## src/design/addr_consts.svh

```systemverilog
//----------------------------------------------------------
// Widths and sizes of the operand address translation stage
// The indirect window must be aligned to PO_ENTRY_COUNT words
// PO_ENTRY_COUNT must equal 2**PO_INDEX_WIDTH
//----------------------------------------------------------

`ifndef ADDR_CONSTS_SVH
`define ADDR_CONSTS_SVH

// Raw, offset and final address width
`define ADDR_WIDTH          10

// Barrel threading
`define THREAD_COUNT        4
`define THREAD_WIDTH        2

// Programmed offset entries per thread
`define PO_ENTRY_COUNT      4
`define PO_INDEX_WIDTH      2

// Increment field is sign plus magnitude
`define PO_INCR_WIDTH       4
`define PO_ENTRY_WIDTH      14

// First word of the indirect window
`define ADDR_INDIRECT_BASE  10'h3F0

// Register stages from raw_addr to the combined offsets
`define PIPE_DEPTH          2

`endif

```

## src/design/addr_pkg.sv

```systemverilog
//----------------------------------------------------------
// Address and programmed offset entry types
// Entry layout from the top is sign, magnitude, offset
//----------------------------------------------------------

`include "addr_consts.svh"

package addr_pkg;

    // One address word, raw or translated
    typedef logic [`ADDR_WIDTH-1:0] addr_t;

    // Packed programmed offset entry
    // Bit PO_ENTRY_WIDTH-1 holds the increment sign
    // The increment magnitude sits just below the sign
    // The offset fills the low ADDR_WIDTH bits
    // An all-zero increment field gives a plain pointer
    typedef logic [`PO_ENTRY_WIDTH-1:0] po_entry_t;

    // Increment magnitude, without the sign bit
    // Signed-magnitude keeps the step range symmetric
    typedef logic [`PO_INCR_WIDTH-2:0] pi_mag_t;

endpackage

```

## src/design/thread_pkg.sv

```systemverilog
//----------------------------------------------------------
// Thread number and entry index types
// Entry index comes from the raw address low bits
//----------------------------------------------------------

`include "addr_consts.svh"

package thread_pkg;

    // Barrel thread number
    // Selects the per-thread bank of every memory
    typedef logic [`THREAD_WIDTH-1:0] thread_t;

    // Index of one programmed offset entry within a thread
    // Concatenated below the thread number to form a RAM address
    typedef logic [`PO_INDEX_WIDTH-1:0] po_index_t;

endpackage

```

## src/design/po_write_if.sv

```systemverilog
//----------------------------------------------------------
// External programmed offset write with its annul flags
// The write has no acknowledge and lands at the next edge
//----------------------------------------------------------

`timescale 1ns/1ps

interface po_write_if;

    // Write strobe from the previous instruction
    logic                   wren;
    thread_pkg::po_index_t  write_index;
    addr_pkg::po_entry_t    write_data;

    // Annul state of the instruction that issued the write
    logic                   io_ready_previous;
    logic                   cancel_previous;

    // Driven by the top from its plain ports
    modport source (
        output wren,
        output write_index,
        output write_data,
        output io_ready_previous,
        output cancel_previous
    );

    // Consumed by the programmed offset memory
    modport sink (
        input wren,
        input write_index,
        input write_data,
        input io_ready_previous,
        input cancel_previous
    );

endinterface

```

## src/design/po_memory.sv

```systemverilog
//----------------------------------------------------------
// Programmed offset and increment RAM with post-increment
// Read during write to one location returns the old entry
// Entries are undefined until written
//----------------------------------------------------------

`timescale 1ns/1ps

`include "addr_consts.svh"

module po_memory (
    input  logic                    clock,
    input  logic                    arst_n,
    input  thread_pkg::thread_t     read_thread,
    input  thread_pkg::thread_t     write_thread,
    input  thread_pkg::po_index_t   read_index,
    input  logic                    po_incr_enable,
    input  logic                    io_ready_current,
    input  logic                    cancel_current,
    po_write_if.sink                wr,
    output addr_pkg::addr_t         programmed_offset
);

    localparam int RAM_DEPTH      = `THREAD_COUNT * `PO_ENTRY_COUNT;
    localparam int RAM_ADDR_WIDTH = `THREAD_WIDTH + `PO_INDEX_WIDTH;

    // Thread number in the high address bits
    addr_pkg::po_entry_t        ram [RAM_DEPTH];
    logic [RAM_ADDR_WIDTH-1:0]  ram_read_addr;
    logic [RAM_ADDR_WIDTH-1:0]  ram_write_addr;
    addr_pkg::po_entry_t        ram_read_data;

    // Write-back index, aligned with write_thread
    thread_pkg::po_index_t      index_pipe [`PIPE_DEPTH];

    // Unpacked fields of the entry read in stage 1
    logic                       pi_sign;
    addr_pkg::pi_mag_t          pi_mag;
    addr_pkg::addr_t            po_raw;
    addr_pkg::addr_t            po_post;
    addr_pkg::po_entry_t        incr_entry;
    addr_pkg::po_entry_t        incr_entry_q;

    // Write port arbitration
    logic                       ext_grant;
    logic                       int_grant;
    logic                       ext_wren;
    logic                       int_wren;
    logic                       ram_wren;
    thread_pkg::po_index_t      write_index_sel;
    addr_pkg::po_entry_t        write_data_sel;

    //----------------------------------------------------------
    // Stage 0, read address
    //----------------------------------------------------------

    assign ram_read_addr = {read_thread, read_index};

    // Index travels with the access until write-back
    always_ff @(posedge clock or negedge arst_n) begin
        if (!arst_n) begin
            for (int i = 0; i < `PIPE_DEPTH; i++) begin
                index_pipe[i] <= '0;
            end
        end else begin
            index_pipe[0] <= read_index;
            for (int i = 1; i < `PIPE_DEPTH; i++) begin
                index_pipe[i] <= index_pipe[i-1];
            end
        end
    end

    //----------------------------------------------------------
    // Write arbitration
    //----------------------------------------------------------

    // External write wins the port whenever it is requested
    // A masked external write still blocks the increment
    assign ext_grant = wr.wren;
    assign int_grant = po_incr_enable & ~wr.wren;

    // Each source is annulled by its own instruction's flags
    assign ext_wren = ext_grant & wr.io_ready_previous & ~wr.cancel_previous;
    assign int_wren = int_grant & io_ready_current & ~cancel_current;
    assign ram_wren = ext_wren | int_wren;

    assign write_index_sel = ext_grant ? wr.write_index : index_pipe[`PIPE_DEPTH-1];
    assign write_data_sel  = ext_grant ? wr.write_data  : incr_entry_q;

    // Both sources write into the bank of write_thread
    assign ram_write_addr = {write_thread, write_index_sel};

    // Simple dual port RAM, registered read
    always_ff @(posedge clock) begin
        if (ram_wren) begin
            ram[ram_write_addr] <= write_data_sel;
        end
        ram_read_data <= ram[ram_read_addr];
        incr_entry_q  <= incr_entry;
    end

    //----------------------------------------------------------
    // Stage 1, post-increment
    //----------------------------------------------------------

    assign pi_sign = ram_read_data[`PO_ENTRY_WIDTH-1];
    assign pi_mag  = ram_read_data[`ADDR_WIDTH +: `PO_INCR_WIDTH-1];
    assign po_raw  = ram_read_data[`ADDR_WIDTH-1:0];

    // Sign 0 steps up, sign 1 steps down, wrapping at the word size
    assign po_post = pi_sign ? (po_raw - addr_pkg::addr_t'(pi_mag))
                             : (po_raw + addr_pkg::addr_t'(pi_mag));

    // Increment field is written back unchanged
    assign incr_entry = {pi_sign, pi_mag, po_post};

    // Offset before the increment is what this access uses
    always_ff @(posedge clock or negedge arst_n) begin
        if (!arst_n) begin
            programmed_offset <= '0;
        end else begin
            programmed_offset <= po_raw;
        end
    end

endmodule

```

## src/design/default_offset_memory.sv

```systemverilog
//----------------------------------------------------------
// One default base offset per thread
// Writes are never annulled and land at the next edge
//----------------------------------------------------------

`timescale 1ns/1ps

`include "addr_consts.svh"

module default_offset_memory (
    input  logic                    clock,
    input  logic                    arst_n,
    input  thread_pkg::thread_t     read_thread,
    input  thread_pkg::thread_t     write_thread,
    input  logic                    do_wren,
    input  addr_pkg::addr_t         do_write_data,
    output addr_pkg::addr_t         default_offset
);

    // Per-thread base offsets
    addr_pkg::addr_t offset_regs [`THREAD_COUNT];

    // First stage is the register read, the rest align with the RAM
    addr_pkg::addr_t read_pipe [`PIPE_DEPTH];

    //----------------------------------------------------------
    // Offset registers
    //----------------------------------------------------------

    always_ff @(posedge clock or negedge arst_n) begin
        if (!arst_n) begin
            for (int t = 0; t < `THREAD_COUNT; t++) begin
                offset_regs[t] <= '0;
            end
        end else if (do_wren) begin
            offset_regs[write_thread] <= do_write_data;
        end
    end

    //----------------------------------------------------------
    // Read pipeline
    //----------------------------------------------------------

    // Old value is seen when a read meets a write to the same thread
    always_ff @(posedge clock or negedge arst_n) begin
        if (!arst_n) begin
            for (int i = 0; i < `PIPE_DEPTH; i++) begin
                read_pipe[i] <= '0;
            end
        end else begin
            read_pipe[0] <= offset_regs[read_thread];
            for (int i = 1; i < `PIPE_DEPTH; i++) begin
                read_pipe[i] <= read_pipe[i-1];
            end
        end
    end

    // Valid in the same cycle as programmed_offset
    assign default_offset = read_pipe[`PIPE_DEPTH-1];

endmodule

```

## src/design/address_translator.sv

```systemverilog
//----------------------------------------------------------
// Indirect window decode and final address combination
// Sums wrap modulo 2**ADDR_WIDTH
//----------------------------------------------------------

`timescale 1ns/1ps

`include "addr_consts.svh"

module address_translator (
    input  logic                    clock,
    input  logic                    arst_n,
    input  addr_pkg::addr_t         raw_addr,
    output thread_pkg::po_index_t   read_index,
    output logic                    po_incr_enable,
    input  addr_pkg::addr_t         programmed_offset,
    input  addr_pkg::addr_t         default_offset,
    output addr_pkg::addr_t         final_addr
);

    // Window is aligned, so only the bits above the index compare
    localparam addr_pkg::addr_t WINDOW_BASE = `ADDR_INDIRECT_BASE;
    localparam int              WINDOW_LSB  = `PO_INDEX_WIDTH;

    logic               indirect;
    logic               indirect_pipe [`PIPE_DEPTH];
    addr_pkg::addr_t    raw_pipe [`PIPE_DEPTH];
    addr_pkg::addr_t    base_sel;

    //----------------------------------------------------------
    // Decode
    //----------------------------------------------------------

    assign indirect = (raw_addr[`ADDR_WIDTH-1:WINDOW_LSB] ==
                       WINDOW_BASE[`ADDR_WIDTH-1:WINDOW_LSB]);

    // Low bits pick the entry, used for direct accesses too
    assign read_index = raw_addr[`PO_INDEX_WIDTH-1:0];

    // Delay to meet the offsets, reset to a direct access
    always_ff @(posedge clock or negedge arst_n) begin
        if (!arst_n) begin
            for (int i = 0; i < `PIPE_DEPTH; i++) begin
                indirect_pipe[i] <= 1'b0;
                raw_pipe[i]      <= '0;
            end
        end else begin
            indirect_pipe[0] <= indirect;
            raw_pipe[0]      <= raw_addr;
            for (int i = 1; i < `PIPE_DEPTH; i++) begin
                indirect_pipe[i] <= indirect_pipe[i-1];
                raw_pipe[i]      <= raw_pipe[i-1];
            end
        end
    end

    //----------------------------------------------------------
    // Combine
    //----------------------------------------------------------

    // Increment request lines up with the entry's write-back cycle
    assign po_incr_enable = indirect_pipe[`PIPE_DEPTH-1];

    assign base_sel = po_incr_enable ? programmed_offset : raw_pipe[`PIPE_DEPTH-1];

    always_ff @(posedge clock or negedge arst_n) begin
        if (!arst_n) begin
            final_addr <= '0;
        end else begin
            final_addr <= base_sel + default_offset;
        end
    end

endmodule

```

## src/design/address_module.sv

```systemverilog
//----------------------------------------------------------
// Operand address translation, fixed 3-cycle latency
// write_thread must be read_thread from two cycles earlier
// No stall, one access enters every cycle
//----------------------------------------------------------

`timescale 1ns/1ps

module address_module (
    input  logic                    clock,
    input  logic                    arst_n,
    input  addr_pkg::addr_t         raw_addr,
    input  thread_pkg::thread_t     read_thread,
    input  thread_pkg::thread_t     write_thread,
    // Annul flags of the instruction two cycles back
    input  logic                    io_ready_current,
    input  logic                    cancel_current,
    // External programmed offset write
    input  logic                    po_wren,
    input  thread_pkg::po_index_t   po_write_index,
    input  addr_pkg::po_entry_t     po_write_data,
    input  logic                    io_ready_previous,
    input  logic                    cancel_previous,
    // Default offset write
    input  logic                    do_wren,
    input  addr_pkg::addr_t         do_write_data,
    output addr_pkg::addr_t         final_addr
);

    thread_pkg::po_index_t  read_index;
    logic                   po_incr_enable;
    addr_pkg::addr_t        programmed_offset;
    addr_pkg::addr_t        default_offset;

    po_write_if po_wr ();

    // Bundle the external write for the RAM
    assign po_wr.wren              = po_wren;
    assign po_wr.write_index       = po_write_index;
    assign po_wr.write_data        = po_write_data;
    assign po_wr.io_ready_previous = io_ready_previous;
    assign po_wr.cancel_previous   = cancel_previous;

    address_translator u_address_translator (
        .clock              (clock),
        .arst_n             (arst_n),
        .raw_addr           (raw_addr),
        .read_index         (read_index),
        .po_incr_enable     (po_incr_enable),
        .programmed_offset  (programmed_offset),
        .default_offset     (default_offset),
        .final_addr         (final_addr)
    );

    po_memory u_po_memory (
        .clock              (clock),
        .arst_n             (arst_n),
        .read_thread        (read_thread),
        .write_thread       (write_thread),
        .read_index         (read_index),
        .po_incr_enable     (po_incr_enable),
        .io_ready_current   (io_ready_current),
        .cancel_current     (cancel_current),
        .wr                 (po_wr.sink),
        .programmed_offset  (programmed_offset)
    );

    default_offset_memory u_default_offset_memory (
        .clock              (clock),
        .arst_n             (arst_n),
        .read_thread        (read_thread),
        .write_thread       (write_thread),
        .do_wren            (do_wren),
        .do_write_data      (do_write_data),
        .default_offset     (default_offset)
    );

endmodule

```

## config.mk

```make
export PLATFORM = sky130hd
export DESIGN_NAME = address_module
export DESIGN_NICKNAME = d
export VERILOG_FILES = /design/src/design/addr_pkg.sv /design/src/design/thread_pkg.sv /design/src/design/po_write_if.sv /design/src/design/po_memory.sv /design/src/design/default_offset_memory.sv /design/src/design/address_translator.sv /design/src/design/address_module.sv
export VERILOG_INCLUDE_DIRS = /design/src /design/src/design
export SDC_FILE = /design/constraint.sdc
export NUM_CORES = 1
export LEC_CHECK = 0
export ABC_CLOCK_PERIOD_IN_PS = 5050
export BUFFER_PORTS_ARGS = -buffer_cell sky130_fd_sc_hd__buf_2
export CORE_MARGIN = 10
export CORE_UTILIZATION = 55
export CTS_CLUSTER_DIAMETER = 120
export DETAILED_ROUTE_END_ITERATION = 12
export HOLD_SLACK_MARGIN = 0.05
export PLACE_DENSITY = 0.82
export SLEW_MARGIN = 15
export SYNTH_ARGS = -nofsm -noshare
export SYNTH_HDL_FRONTEND = slang
export SYNTH_SLANG_ARGS = --single-unit
```

## constraint.sdc

```tcl
create_clock -name clock -period 5.05 [get_ports clock]
set_clock_uncertainty 0.05 [all_clocks]
set_input_delay 0.505 -clock clock [delete_from_list [all_inputs] [get_ports clock]]
set_output_delay 0.505 -clock clock [all_outputs]
set_load 0.01 [all_outputs]
```

==> qor.yml <==
power_and_ir_drop:
  p_leak_nw: 5.56
  peakVddDrop_uv: 320
  p_per_area_nw_per_um2: 439
sta:
  slew_violations: 0
  hold_violations: 0
  hold_slack_ns: 0.0886
  setup_violations: 0
  rsz0062_at_grt: "false"
  finalCritPeriodShare_pct: 57.1
  fin_tns_setup_ns: 0
  tightest_slew_ns: 1.05
  timing.fmax_mhz: 347
  period_needed_ns: 2.88
  slew_headroom_pct: 30.0
worst_setup_path:
  path_buf_inv: 1
  critPathMaxStageDelay_ns: 0.42
  arrival_ns: 3.20
  critical_path.startpoint_type: "register"
  reg2reg_depth: 10
  critPathTopFamily: "compound AO/OA/AOI/OAI gates"
  path_depth: 10
  critPathMostFrequentCell: "ha_1"
  worstPathCellList: "inv_1 -> ha_1 -> ha_1 -> or2_2 -> ha_1 -> and2_1 -> o21a_1 -> a41o_1 -> o41ai_1 -> xnor2_1"
  end_kind: "register"
  path_max_fanout: 5
  crit_path_top_delay_cell: "dfxtp_1"
  worstSetupPathType: "register to register"
  required_ns: 5.37
routing:
  ant_nets: 0
  dr.pass1.iters: 5
  wl_per_cell_um: 27.2
  drc: 0
  drtIter0Drc: 661
  vias: 6716
  via_per_inst: 6.09
  drt-total-wl_um: 30000
layout:
  drive_above_1_share_pct: 31.4
  areaGrowthSynthToFinish_pct: 11.9
  antennaDiodeCount: 0
  fin_nets: 823
  final_cells: 1102
global_routing:
  grt-ovfl-total: 0
  track_usage_pct: 19.3
  grt_start_max_net_pins: 68
  antenna_found_initial: 2
  grt_pass1_vias: 7136
  grt_pass1_wl_um: 45100
floorplanning:
  io_pins: 58
  num_rows: 57
  coreArea_um2: 24400
  fp.dieW_um: 178
  die_h_um: 178
  initial_core_util_pct: 56.2
  die_area_um2: 31600
logic_synthesis:
  synth.cell_area_um2: 13700
  synthTopCellsByArea: "edfxtp_1 49%, dfrtp_1 19%, mux4_2 9.2%"
  synthArstFlopShare_pct: 28.8
  yosys_warnings: 0
  synth_top_area_share_pct: 49.1
  yosysTopAreaCell: "edfxtp_1"
  yosysMostFrequentCell: "edfxtp_1"
  ys_seq_area_share_pct: 71.8
  synthCells: 679
  synth_cell_types: 48
  yosys-top-cells-count: "224 x edfxtp_1, 102 x dfrtp_1, 64 x mux2_2"
  syn-num-nets: 749
  synth_edf_count: 224
  ys.flop_type: "edfxtp_1"
  ys_ff_latch: 354
  syn_avg_cell_area_um2: 20.2
clock_network:
  clockBufferDepth: 3
  numCtsBuffers: 34
  htree_levels: 2
  postCtsResizedCells: 0
  cts_tree: "done"
  clock_sinks: 354
  root_buffer: "clkbuf_16"
  clock_latency_ns: 0.52
  cts.clk_slew.worst_paths_ns: 0.06
placed_design:
  dp_cells: 1040
  port_buffers: 57
  hpwl_um: 19200
  gp_congestion: 0.867
job:
  max-cap-violations: 0
status:
  outcome: "completed"
hold_path:
  hold_path_depth: 1
  hp-class: "input port to register"
## layout by cell type, fill, tap and decap left out, types with 6 or more instances in the layout
cell / Yosys / final
clkinv_2: 0 / 6
nand3_1: 6 / 6
nand2_1: 11 / 11
dfrtp_1: 102 / 102
edfxtp_1: 224 / 224
buf_2: 5 / 55
clkinv_1: 0 / 6
clkbuf_1: 6 / 9
a21oi_1: 12 / 12
nor2_2: 0 / 16
xnor2_1: 12 / 12
inv_1: 12 / 12
nor2_1: 29 / 13
mux4_1: 24 / 24
mux2_2: 64 / 64
dfxtp_1: 28 / 28
clkbuf_16: 0 / 35
mux4_2: 56 / 56
ha_1: 20 / 20
nor3_1: 6 / 6
## state kept, by name, summed over array words and instances (netlist names)
name and flops:
u_po_memory.incr_entry_q 14, u_default_offset_memory.offset_regs 40, u_default_offset_memory.read_pipe 10, u_po_memory.programmed_offset 10, u_address_translator.po_incr_enable 1, u_default_offset_memory.default_offset 10, u_address_translator.indirect_pipe 1, u_address_translator.raw_pipe 18
u_address_translator.final_addr 10, u_po_memory.index_pipe 2, u_po_memory.ram 224, u_po_memory.ram_read_data 14
## layer usage
layer	track usage [%]	wire length (µm)	vias to the layer above
li1	-	-	2857
met1	24.7	11500	3477
met2	31.6	15000	308
met3	4.33	2550	72
met4	7.50	1010	2
met5	0	13	-
## kinds of logic after synthesis
family / synth area share (%)
buffers and inverters: 1.68
XOR/XNOR: 0.958
AO/OA/AOI/OAI: 1.88
flip-flops: 71.8
adder cells (fa/ha/maj): 2.12
AND/OR/NAND/NOR: 2.39
multiplexers: 19.2
## what timing repair did
| action | in CTS | in global routing |
|---|---|---|
| setup buffers | 0 | 0 |
| hold endpoints to repair | 35 | 0 |
| hold buffers | 1 | 0 |
## worst register-to-register path: stages, from the launching register on
cell and delay, ns:
dfxtp_1 0.42, inv_1 0.08, ha_1 0.19, ha_1 0.17, or2_2 0.30, ha_1 0.36, and2_1 0.21, o21a_1 0.17
a41o_1 0.23, o41ai_1 0.42, xnor2_1 0.13
## area by class of cell
class	instances	area, µm²
repair buffers	60	315
well taps	324	405
multi-input cells	291	3680
fillers	1643	9050
flip-flops and latches	354	9840
clock buffers	45	923
clock inverters	16	129
inverters	12	45.0
## final timing paths
path | end | start | slack (ns)
worst max-delay path | u_po_memory.incr_entry_q[8] | u_po_memory.ram_read_data[11] | 2.17
worst min-delay path | u_address_translator.raw_pipe[14] | raw_addr[4] | 0.09
worst max register to register | u_po_memory.incr_entry_q[8] | u_po_memory.ram_read_data[11] | 2.17
worst min register to register | u_default_offset_memory.default_offset[8] | u_default_offset_memory.read_pipe[18] | 0.30
max in group asynchronous | u_default_offset_memory.offset_regs[21] | arst_n | 3.36
min in group asynchronous | u_address_translator.indirect_pipe[1] | arst_n | 0.45
## where the power goes
part | internal (mW) | total (mW) | switching (mW)
logic | 0.334 | 0.813 | 0.479
registers | 3.41 | 3.51 | 0.0997
clock network | 1.39 | 2.41 | 1.02
## stage by stage
step                setup slack [ns]  util (%)  cell area [µm²]  power (mW)
finish                          2.17      62.9            15300        6.73
global route                    2.07      62.9            15300        6.97
CTS                             1.94      62.7            15300        6.77
detailed placement              1.76      58.4            14200        4.37
global placement                1.98      58.4            14200        4.32
floorplan                       2.50         -            13700        4.05
No activity file was read; power rests on OpenSTA's default activity.
